### src/rtl/sadPkg.sv
package sadPkg;

        ////////////////////////////////////////
        // Bus widths
        ////////////////////////////////////////

        localparam int ApbAddrWidth = 8;
        localparam int ApbDataWidth = 32;
        localparam int FrameIndexWidth = 8;

        // Elements per vector, one bank row
        localparam int NumElems = 16;

        typedef logic [ApbAddrWidth-1:0] apbAddrT;
        typedef logic [ApbDataWidth-1:0] apbDataT;

        // Result index since the last clear
        typedef logic [FrameIndexWidth-1:0] frameIndexT;

        ////////////////////////////////////////
        // Load command codes
        ////////////////////////////////////////

        // Same coding as the SAD field of the processor pipeline
        typedef enum logic [1:0] {
                kindNone         = 2'd0,
                kindFrameLoad    = 2'd1,
                kindFrameCompute = 2'd2,
                kindWindowLoad   = 2'd3
        } loadKindT;

        ////////////////////////////////////////
        // Register map
        ////////////////////////////////////////

        // Command issue, kind in bits 1:0
        localparam apbAddrT AddrCmd = 8'h00;
        // Staging element write
        localparam apbAddrT AddrElem = 8'h04;
        // Result count, a write clears the best tracking
        localparam apbAddrT AddrCount = 8'h08;
        localparam apbAddrT AddrLast = 8'h0C;
        localparam apbAddrT AddrBest = 8'h10;
        localparam apbAddrT AddrBestIdx = 8'h14;

endpackage

### src/rtl/sadApbControl.sv
`timescale 1ns/1ps

module sadApbControl #(
        parameter int ElemWidth = 8
) (
        input  logic Clk,
        input  logic rst,

        // APB slave, zero wait states
        input  logic psel,
        input  logic penable,
        input  logic pwrite,
        input  sadPkg::apbAddrT paddr,
        input  sadPkg::apbDataT pwdata,
        output sadPkg::apbDataT prdata,

        // Tracker readback
        input  logic [ElemWidth+3:0] lastSad,
        input  logic [ElemWidth+3:0] bestSad,
        input  sadPkg::frameIndexT bestIdx,
        input  sadPkg::frameIndexT resultCount,

        // To the datapath
        output logic [sadPkg::NumElems*ElemWidth-1:0] stageVec,
        output sadPkg::loadKindT loadKind,
        output logic clearBest
);

        import sadPkg::*;

        localparam int PtrWidth = $clog2(NumElems);

        logic wrEn;
        logic cmdWrite;
        logic elemWrite;
        logic countWrite;

        logic [ElemWidth-1:0] stageMem [NumElems];
        logic [PtrWidth-1:0] stagePtr;

        ////////////////////////////////////////
        // Write decode
        ////////////////////////////////////////

        // Access phase completes on the same edge
        assign wrEn = psel & penable & pwrite;

        assign cmdWrite = wrEn && (paddr == AddrCmd);
        assign elemWrite = wrEn && (paddr == AddrElem);
        assign countWrite = wrEn && (paddr == AddrCount);

        ////////////////////////////////////////
        // Staging buffer
        ////////////////////////////////////////

        always_ff @(posedge Clk) begin
                if (elemWrite) begin
                        stageMem[stagePtr] <= pwdata[ElemWidth-1:0];
                end
        end

        // Pointer wraps at NumElems, restarts on each command
        always_ff @(posedge Clk) begin
                if (rst) begin
                        stagePtr <= '0;
                end else if (cmdWrite) begin
                        stagePtr <= '0;
                end else if (elemWrite) begin
                        stagePtr <= stagePtr + 1'b1;
                end
        end

        // Element 0 sits in the low bits
        for (genvar i = 0; i < NumElems; i++) begin : genFlatten
                assign stageVec[i*ElemWidth +: ElemWidth] = stageMem[i];
        end

        ////////////////////////////////////////
        // Command and clear strobes
        ////////////////////////////////////////

        // One cycle each, kindNone when idle
        always_ff @(posedge Clk) begin
                if (rst) begin
                        loadKind <= kindNone;
                        clearBest <= 1'b0;
                end else begin
                        if (cmdWrite) begin
                                loadKind <= loadKindT'(pwdata[1:0]);
                        end else begin
                                loadKind <= kindNone;
                        end
                        clearBest <= countWrite;
                end
        end

        ////////////////////////////////////////
        // Readback mux
        ////////////////////////////////////////

        // Zero-extended to the bus width
        always_comb begin
                case (paddr)
                        AddrCount: begin
                                prdata = apbDataT'(resultCount);
                        end
                        AddrLast: begin
                                prdata = apbDataT'(lastSad);
                        end
                        AddrBest: begin
                                prdata = apbDataT'(bestSad);
                        end
                        AddrBestIdx: begin
                                prdata = apbDataT'(bestIdx);
                        end
                        default: begin
                                // Command, element and unmapped offsets
                                prdata = '0;
                        end
                endcase
        end

endmodule

### src/rtl/sadBestTracker.sv
`timescale 1ns/1ps

module sadBestTracker #(
        parameter int ElemWidth = 8
) (
        input  logic Clk,
        input  logic rst,

        input  logic [ElemWidth+3:0] sadSum,
        input  logic sumValid,
        input  logic clearBest,

        output logic [ElemWidth+3:0] lastSad,
        output logic [ElemWidth+3:0] bestSad,
        output sadPkg::frameIndexT bestIdx,
        output sadPkg::frameIndexT resultCount
);

        import sadPkg::*;

        frameIndexT nextCount;

        assign nextCount = resultCount + 1'b1;

        ////////////////////////////////////////
        // Result tracking
        ////////////////////////////////////////

        always_ff @(posedge Clk) begin
                if (rst) begin
                        lastSad <= '0;
                        bestSad <= '1;
                        bestIdx <= '0;
                        resultCount <= '0;
                end else begin
                        // Last result survives a clear
                        if (sumValid) begin
                                lastSad <= sadSum;
                        end

                        if (clearBest) begin
                                bestSad <= '1;
                                bestIdx <= '0;
                                resultCount <= '0;
                        end else if (sumValid) begin
                                resultCount <= nextCount;
                                // Ties keep the earlier index
                                if (sadSum < bestSad) begin
                                        bestSad <= sadSum;
                                        bestIdx <= resultCount;
                                end
                        end
                end
        end

endmodule

### src/rtl/sadDiffTree.sv
`timescale 1ns/1ps

module sadDiffTree #(
        parameter int ElemWidth = 8
) (
        input  logic Clk,
        input  logic rst,

        input  logic [sadPkg::NumElems*ElemWidth-1:0] windowVec,
        input  logic [sadPkg::NumElems*ElemWidth-1:0] frameVec,
        input  logic computeStrobe,

        output logic [ElemWidth+3:0] sadSum,
        output logic sumValid
);

        import sadPkg::*;

        localparam int SumWidth = ElemWidth + 4;
        localparam int GroupSize = 4;
        localparam int NumGroups = NumElems / GroupSize;
        // Four terms need two extra bits
        localparam int GroupWidth = ElemWidth + 2;

        logic [ElemWidth-1:0] absDiff [NumElems];
        logic [GroupWidth-1:0] partNext [NumGroups];
        logic [GroupWidth-1:0] partSum [NumGroups];
        logic [SumWidth-1:0] sumNext;
        logic diffValid;
        logic partValid;

        function automatic logic [ElemWidth-1:0] absDiffOf(
                input logic [ElemWidth-1:0] a,
                input logic [ElemWidth-1:0] b
        );
                return (a > b) ? (a - b) : (b - a);
        endfunction

        ////////////////////////////////////////
        // Stage 1, absolute differences
        ////////////////////////////////////////

        always_ff @(posedge Clk) begin
                for (int i = 0; i < NumElems; i++) begin
                        absDiff[i] <= absDiffOf(windowVec[i*ElemWidth +: ElemWidth],
                                                frameVec[i*ElemWidth +: ElemWidth]);
                end
        end

        ////////////////////////////////////////
        // Stage 2, partial sums
        ////////////////////////////////////////

        always_comb begin
                for (int g = 0; g < NumGroups; g++) begin
                        partNext[g] = '0;
                        for (int k = 0; k < GroupSize; k++) begin
                                partNext[g] = partNext[g] + GroupWidth'(absDiff[g*GroupSize + k]);
                        end
                end
        end

        always_ff @(posedge Clk) begin
                partSum <= partNext;
        end

        ////////////////////////////////////////
        // Stage 3, total
        ////////////////////////////////////////

        always_comb begin
                sumNext = '0;
                for (int g = 0; g < NumGroups; g++) begin
                        sumNext = sumNext + SumWidth'(partSum[g]);
                end
        end

        always_ff @(posedge Clk) begin
                sadSum <= sumNext;
        end

        // Valid bits follow the data stages
        always_ff @(posedge Clk) begin
                if (rst) begin
                        diffValid <= 1'b0;
                        partValid <= 1'b0;
                        sumValid <= 1'b0;
                end else begin
                        diffValid <= computeStrobe;
                        partValid <= diffValid;
                        sumValid <= partValid;
                end
        end

endmodule

### src/rtl/sadEngineTop.sv
`timescale 1ns/1ps

module sadEngineTop #(
        parameter int ElemWidth = 8
) (
        input  logic Clk,
        input  logic rst,

        input  logic psel,
        input  logic penable,
        input  logic pwrite,
        input  sadPkg::apbAddrT paddr,
        input  sadPkg::apbDataT pwdata,
        output sadPkg::apbDataT prdata
);

        import sadPkg::*;

        localparam int SumWidth = ElemWidth + 4;
        localparam int VecWidth = NumElems * ElemWidth;

        logic [VecWidth-1:0] stageVec;
        logic [VecWidth-1:0] windowVec;
        logic [VecWidth-1:0] frameVec;
        loadKindT loadKind;
        logic computeStrobe;
        logic [SumWidth-1:0] sadSum;
        logic sumValid;
        logic clearBest;
        logic [SumWidth-1:0] lastSad;
        logic [SumWidth-1:0] bestSad;
        frameIndexT bestIdx;
        frameIndexT resultCount;

        ////////////////////////////////////////
        // Host side
        ////////////////////////////////////////

        sadApbControl #(.ElemWidth(ElemWidth)) uControl (
                .Clk(Clk), .rst(rst),
                .psel(psel), .penable(penable), .pwrite(pwrite),
                .paddr(paddr), .pwdata(pwdata), .prdata(prdata),
                .lastSad(lastSad), .bestSad(bestSad),
                .bestIdx(bestIdx), .resultCount(resultCount),
                .stageVec(stageVec), .loadKind(loadKind), .clearBest(clearBest)
        );

        ////////////////////////////////////////
        // Datapath
        ////////////////////////////////////////

        sadVectorCapture #(.ElemWidth(ElemWidth)) uCapture (
                .Clk(Clk), .rst(rst),
                .stageVec(stageVec), .loadKind(loadKind),
                .windowVec(windowVec), .frameVec(frameVec), .computeStrobe(computeStrobe)
        );

        sadDiffTree #(.ElemWidth(ElemWidth)) uDiffTree (
                .Clk(Clk), .rst(rst),
                .windowVec(windowVec), .frameVec(frameVec), .computeStrobe(computeStrobe),
                .sadSum(sadSum), .sumValid(sumValid)
        );

        sadBestTracker #(.ElemWidth(ElemWidth)) uTracker (
                .Clk(Clk), .rst(rst),
                .sadSum(sadSum), .sumValid(sumValid), .clearBest(clearBest),
                .lastSad(lastSad), .bestSad(bestSad),
                .bestIdx(bestIdx), .resultCount(resultCount)
        );

endmodule

### src/rtl/sadVectorCapture.sv
`timescale 1ns/1ps

module sadVectorCapture #(
        parameter int ElemWidth = 8
) (
        input  logic Clk,
        input  logic rst,

        input  logic [sadPkg::NumElems*ElemWidth-1:0] stageVec,
        input  sadPkg::loadKindT loadKind,

        output logic [sadPkg::NumElems*ElemWidth-1:0] windowVec,
        output logic [sadPkg::NumElems*ElemWidth-1:0] frameVec,
        output logic computeStrobe
);

        import sadPkg::*;

        ////////////////////////////////////////
        // Bank select
        ////////////////////////////////////////

        // Window on code 3, frame on codes 1 and 2
        always_ff @(posedge Clk) begin
                if (rst) begin
                        windowVec <= '0;
                        frameVec <= '0;
                end else begin
                        case (loadKind)
                                kindWindowLoad: begin
                                        windowVec <= stageVec;
                                end
                                kindFrameLoad, kindFrameCompute: begin
                                        frameVec <= stageVec;
                                end
                                default: begin
                                        // Hold both banks
                                        windowVec <= windowVec;
                                end
                        endcase
                end
        end

        ////////////////////////////////////////
        // Compute strobe
        ////////////////////////////////////////

        // Aligned with the new frame bank contents
        always_ff @(posedge Clk) begin
                if (rst) begin
                        computeStrobe <= 1'b0;
                end else begin
                        computeStrobe <= (loadKind == kindFrameCompute);
                end
        end

endmodule

### config.mk
export PLATFORM = sky130hd
export DESIGN_NAME = sadEngineTop
export DESIGN_NICKNAME = d
export VERILOG_FILES = /design/src/rtl/sadPkg.sv /design/src/rtl/sadApbControl.sv /design/src/rtl/sadBestTracker.sv /design/src/rtl/sadDiffTree.sv /design/src/rtl/sadEngineTop.sv /design/src/rtl/sadVectorCapture.sv
export SDC_FILE = /design/constraint.sdc
export NUM_CORES = 1
export LEC_CHECK = 0
export ABC_AREA = 0
export CAP_MARGIN = 20
export CORE_MARGIN = 2
export CORE_UTILIZATION = 65
export CTS_BUF_LIST = sky130_fd_sc_hd__clkbuf_4 sky130_fd_sc_hd__clkbuf_8
export DETAILED_ROUTE_END_ITERATION = 10
export DONT_BUFFER_PORTS = 1
export MAX_ROUTING_LAYER = met4
export PLACE_DENSITY = 0.82
export RECOVER_POWER = 100
export SLEW_MARGIN = 20
export SYNTH_ARGS = -nofsm -noshare
export SYNTH_HDL_FRONTEND = slang
export SYNTH_SLANG_ARGS = --single-unit
### constraint.sdc
create_clock -name Clk -period 4.2 [get_ports Clk]
set_input_delay 0.21 -clock Clk [delete_from_list [all_inputs] [get_ports Clk]]
set_output_delay 0.21 -clock Clk [all_outputs]
set_load 0.02 [all_outputs]
==> results of run 1 <==
## through the flow
stage | cell area, sq um | utilization, %
floorplan | 35500 | -
global placement | 35700 | 66.4
detailed placement | 35700 | 66.4
CTS | 38700 | 71.9
global route | 38300 | 71.2
finish | 38300 | 71.2
## cells in the final DEF (no fill, tap or decap), drive strengths merged, types with 13 or more instances in the layout
| cell type | n |
|---|---|
| a22oi | 16 |
| a21oi | 190 |
| nor3 | 60 |
| a211oi | 74 |
| and3 | 14 |
| a211o | 14 |
| nor2 | 407 |
| clkbuf | 188 |
| xnor2 | 39 |
| o21a | 24 |
| nor4b | 21 |
| ha | 333 |
| a31oi | 29 |
| nor2b | 23 |
| o21ai | 125 |
| or3 | 20 |
| dfxtp | 487 |
| nand2 | 144 |
| o31ai | 16 |
| o22a | 13 |
| and2 | 13 |
| clkinv | 16 |
| xor2 | 43 |
| inv | 457 |
| or2 | 23 |
| a21o | 97 |
| edfxtp | 128 |
| conb | 20 |
| nand3b | 37 |
| or4 | 14 |
| nand4 | 33 |
| nor4 | 32 |
| dlygate4sd3 | 47 |
| fa | 92 |
| mux2i | 340 |
## sequential cells by signal (all words and copies together), names as in the netlist, 8 cells and up
register	cells
uTracker.bestSad	12
uCapture.windowVec	128
uDiffTree.sadSum	12
uCapture.frameVec	128
uDiffTree.partSum	40
uControl.stageMem	128
uTracker.bestIdx	8
uTracker.lastSad	12
uTracker.resultCount	8
uDiffTree.absDiff	128
## worst min path at each step
| stage | start | to | slack, ps |
|---|---|---|---|
| floorplan | pwdata[0] | uControl.stageMem[0][0]$_DFFE_PP_ | 310 |
| global placement | rst | uTracker.lastSad[7]$_SDFFE_PP0P_ | 310 |
| detailed placement | rst | uTracker.lastSad[8]$_SDFFE_PP0P_ | 310 |
| CTS | penable | uControl.stagePtr[3]$_SDFFE_PP0P_ | 10 |
| global route | penable | uControl.stagePtr[3]$_SDFFE_PP0P_ | 70 |
| finish | penable | uControl.stagePtr[3]$_SDFFE_PP0P_ | 80 |
## worst reg2reg max path: stages (launching register included)
cell	delay (ps)
dfxtp_1	380
inv_1	70
ha_1	1380
clkbuf_2	870
mux2i_1	310
nor2_1	50
dlygate4sd3_1	550
## final cells by class
type | count | area [sq um] | area share, %
diodes | 5 | 12.5 | 0.0326
clock buffers | 162 | 1990 | 5.20
clock inverters | 28 | 324 | 0.845
inverters | 455 | 1710 | 4.46
multi-input cells | 2465 | 19200 | 50.1
flip-flops and latches | 615 | 13600 | 35.5
well taps | 696 | 871 | 2.27
repair buffers | 75 | 611 | 1.59
## power breakdown
| part | switching, mW | internal (mW) |
|---|---|---|
| Combinational | 0.139 | 0.0322 |
| Sequential | 0.00345 | 6.03 |
| Clock | 2.43 | 3.44 |
## layer usage
metal	part of all wire, %	wire length, um	vias to the layer above	GRT usage, %
met4	2.8	2180	0	8.84
met1	45	34300	12300	36.1
li1	-	-	12800	-
met3	5.7	4400	164	4.22
met5	0	0	-	-
met2	47	36100	744	45.3
## kinds of logic (layout without fill, tap and decap cells)
family,count (synthesis),after routing,share of synthesized area (%)
AOI/OAI and AO/OA,702,702,13.4
xor gates and xnor gates,82,82,2.03
adders and majority gates,425,425,17.0
buffers and inverters,628,720,7.22
DFF,615,615,38.4
muxes,349,349,9.89
other,1,25,0.0106
and+or+nand+nor,887,887,12.2
## repair_timing
item	CTS	global route
buffers inserted	0	0
hold endpoints to repair	415	21
hold buffers	55	1
setup endpoints to repair	0	0
==> impl_metrics.ini, run 1 <==
[status]
status = finished, violations left
violations = max-capacitance violations, max-slew violations

[power_and_ir_drop]
finalPower_mw = 12.1
powerDensity_nw_per_um2 = 315
vdd_drop_max_uv = 319
power_leakage_nw = 17.1

[place]
place_congestion = 0.947
placed_cells = 4249
pre_cts_ws_ps = 837
io_buffers = 0
place_hpwl_um = 51400

[setup_path]
path_max_fanout = 27
critical_path.endpoint = uCapture.frameVec[5]$_SDFFE_PP0P_
cpLargestDelayFamily = buffers and inverters
arrival_ps = 4300
crit_chain = inv_1 -> ha_1 -> clkbuf_2 -> mux2i_1 -> nor2_1 -> dlygate4sd3_1
critPathKind = reg -> reg
crit_buf_inv = 3
start_kind = flip-flop
r2r_end = uCapture.frameVec[5]$_SDFFE_PP0P_
startpoint = uControl.loadKind[0]$_SDFF_PP0_
cp-end-kind = flip-flop
critical-path-max-stage-delay_ps = 1380
worstPathRequired_ps = 4790
rr_startpoint = uControl.loadKind[0]$_SDFF_PP0_
cp.depth = 6
worst_r2r_path_depth = 6
cpMaxStageDelayCell = ha_1
ff2ff_setup_slack_ps = 490

[timing]
period_share_pct = 88.4
fmax_mhz = 269
tightestPinTransition_ps = 2650
fin_skew_ps = 23.5
rsz0062_at_grt = false
setup_tns_ps = 0
relSlewSlack_pct = -76.9
whs_ps = 78.7
hold_violations = 0
fin_ws_ps = 488
slew_violations = 422
layout_min_cycle_time_ps = 3710
final-setup-viol-count = 0

[clocking]
clk_pin_slew_worst_paths_ps = 60
post_cts_resize_count = 0
cts_sinks = 615
clock_latency_ps = 710
cts-root-buf = clkbuf_8
htreeDepth = 3
cts_tree = yes
cts_buffer_depth = 3
cts_buffers = 102

[yosys]
yosys.cell_types.count = 84
yosysMostFrequentCell = dfxtp_1
yosys_warnings = 0
synth_edf_count = 128
synth_area_sq_um = 35400
synth_top_area_cell = dfxtp_1
synthTopCellsByArea = dfxtp_1 28%, ha_1 12%, edfxtp_1 11%
avgSynthCellArea_sq_um = 9.61
syn_inst = 3689
synthArstFlopShare_pct = 0
synth_commonest_cells = 487 x dfxtp_1, 455 x inv_1, 406 x nor2_1, 340 x mux2i_1, 333 x ha_1
synth_seq_cells = 615
synth_top_area_share_pct = 27.5
synth-main-ff-cell = dfxtp_1
synth_seq_area_share_pct = 38.4

[route]
vias = 26000
drt-pass1-iter-count = 7
wl_um = 77000
detail_route.iter0.violations = 1554
wl_per_cell_um = 17.1
drc_errors = 0
drt-vias-per-instance = 5.78
ant_nets = 0

[finish]
drive_gt1_share_pct = 6.39
layout.nets = 4184
fill_cells = 3977
final_cells = 4501
area_delta_synth_final_pct = 8.16

[floorplan]
core_area_sq_um = 53800
die_w_um = 238
die_h_um = 238
initial_core_util_pct = 65.9
boundaryPins = 77
die-area_sq_um = 56400
fp-row-count = 85

[global_routing]
grt_max_degree = 246
gr-usage-all-layers_pct = 27.9
grt_pass1_vias = 25000
grt_pass1_wl_um = 125000
antenna_found_initial = 5
overflow = 0

[worst_hold_path]
min_path_type = in -> reg
whs_path_depth = 6

[job]
cap_violations = 15
No activity file was read; power rests on OpenSTA's default activity.
==> run 2: changes to the inputs <==
- CORE_UTILIZATION: 65 -> 60
- PLACE_DENSITY: 0.82 -> 0.8
- clock period: 4.2 -> 3.15 ns (I/O delays scaled with it)
==> impl_metrics.ini, run 2 (synthesis gave the netlist of run 1 again) <==
[setup_path]
worst_r2r_path_depth = 12
critical-path-max-stage-delay_ps = 810
path_max_fanout = 4
critPathKind = in -> reg
r2r_end = uDiffTree.partSum[7]$_DFF_P_
worstPathRequired_ps = 3750
path_common_cell = dlygate4sd3_1
start_kind = primary input
cpMaxStageDelayCell = dlygate4sd3_1
rr_startpoint = uDiffTree.absDiff[1][40]$_DFF_P_
ff2ff_setup_slack_ps = -0.7
crit_chain = dlygate4sd3_1 -> nor4b_1 -> dlygate4sd3_1 -> nand3_1 -> dlygate4sd3_1 -> xor2_1 -> nor2_1 -> dlygate4sd3_1
cp-end-kind = flip-flop
arrival_ps = 3750

[route]
ant_nets = 0
drt-pass1-iter-count = 7
wl_um = 79100
drc_errors = 0
drt-vias-per-instance = 5.63
wl_per_cell_um = 16.9
detail_route.iter0.violations = 1659
vias = 26300

[timing]
fmax_mhz = 317
fin_ws_ps = -0.743
tightestPinTransition_ps = 2150
slew_violations = 173
fin_skew_ps = 33.8
final-setup-viol-count = 1
whs_ps = 52.5
period_share_pct = 100
hold_violations = 0
relSlewSlack_pct = -43.6
layout_min_cycle_time_ps = 3150

[status]
violations = max-capacitance violations, max-slew violations, negative setup slack
status = finished, violations left

[worst_hold_path]
min_path_type = in -> reg
worstHoldStart = rst
whs_path_depth = 2
whs_endpoint = uControl.clearBest$_SDFF_PP0_

[global_routing]
antenna_found_initial = 5
grt_max_degree = 185
grt_use_met3_pct = 4.98
grtUsageMet1_pct = 33.6
overflow = 0
grt_pass1_wl_um = 127000
gr-usage-all-layers_pct = 26.5
use_met2_pct = 42.5
grt-busiest-layer = met2
grt_pass1_vias = 25600

[floorplan]
boundaryPins = 77
die_w_um = 247
fp-row-count = 89
die-area_sq_um = 61000
die_h_um = 247
initial_core_util_pct = 60.4
core_area_sq_um = 58700

[power_and_ir_drop]
finalPower_mw = 15.7
swShare_pct = 21.8
power_leakage_nw = 17.9
clkPwrFrac_pct = 47.3
vdd_drop_max_uv = 414
sequentialPowerShare_pct = 51.3
p_comb_share_pct = 1.4
switching_power_mw = 3.42
p_int_mw = 12.3
powerDensity_nw_per_um2 = 395

[clocking]
clk_pin_slew_worst_paths_ps = 70
cts_buffers = 99
cts_sinks = 615
htreeDepth = 3
cts-root-buf = clkbuf_8
cts_buffer_depth = 3
cts_tree = yes
clock_latency_ps = 720

[finish]
multi_input_area_sq_um = 19600
fill_cells = 4430
register_area_sq_um = 13600
final_cells = 4676
area_delta_synth_final_pct = 12.1
final_core_util_pct = 67.7
layout.nets = 4283
final_common_cell = dfxtp_1
final_cell_mix = 483 x dfxtp_1, 453 x inv_1, 405 x nor2_1, 340 x mux2i_1, 321 x ha_1
drive_gt1_share_pct = 9.85

[place]
io_buffers = 0
place_hpwl_um = 51600
pre_cts_ws_ps = -153
placed_cells = 4364
place_congestion = 0.898

[job]
cap_violations = 9
-- run 2: routing by layer --
layer  vias up  share of wire [%]
met5         -                  0
met4         0                2.6
met3       148                5.8
met2       697                 47
met1     12500                 45
li1      13000                  -
-- run 2: critical path, delay by kind of cell --
kind / cells / cell delay, ps
simple gates: 3 / 910
xor+xnor: 1 / 140
buf+inv: 4 / 2530
-- run 2: cell type report --
type | instances | area share [%]
multi-input combinational | 2465 | 49.4
sequential | 615 | 34.2
clock buffer | 160 | 4.93
inverter | 455 | 4.30
timing repair buffer | 177 | 4.16
tap | 773 | 2.43
clock inverter | 27 | 0.570
antenna | 4 | 0.0252
-- run 2: stage by stage --
step	setup TNS, ps	instance area (sq um)
4_1_cts	0	39700
5_1_grt	-514	39700
2_1_floorplan	0	35500
6_report	-0.743	39700
3_5_place_dp	-426	36200
3_3_place_gp	-72.4	36200
-- run 2: worst max path at each step --
stage,start,cells after the start,to,slack (ps)
final,paddr[1],8,uControl.stagePtr[3]$_SDFFE_PP0P_,-0.7
after global routing,uDiffTree.absDiff[1][40]$_DFF_P_,12,uDiffTree.partSum[7]$_DFF_P_,-100
after detailed placement,uDiffTree.absDiff[1][0]$_DFF_P_,12,uDiffTree.partSum[19]$_DFF_P_,-150
after floorplan,uDiffTree.absDiff[1][0]$_DFF_P_,12,uDiffTree.partSum[19]$_DFF_P_,10
after CTS,uDiffTree.absDiff[1][32]$_DFF_P_,12,uDiffTree.partSum[7]$_DFF_P_,3
after global placement,uDiffTree.absDiff[1][0]$_DFF_P_,12,uDiffTree.partSum[19]$_DFF_P_,-70
-- run 2: power groups by stage --
| stage | registers, mW | logic, mW | clock network, mW |
|---|---|---|---|
| 2_1_floorplan | 8.21 | 0.144 | 0 |
| 3_3_place_gp | 8.22 | 0.0845 | 0 |
| 3_5_place_dp | 8.22 | 0.0873 | 0 |
| 4_1_cts | 8.04 | 0.240 | 7.55 |
| 5_1_grt | 8.04 | 0.234 | 7.93 |
| 6_report | 8.05 | 0.221 | 7.43 |
-- run 2: timing repair --
action,in CTS,in global routing
gates resized for setup,14,66
endpoints found under the setup margin,13,17
pin swaps,6,30
endpoints found under the hold margin,415,0
hold buffers,119,0
setup buffers,1,1
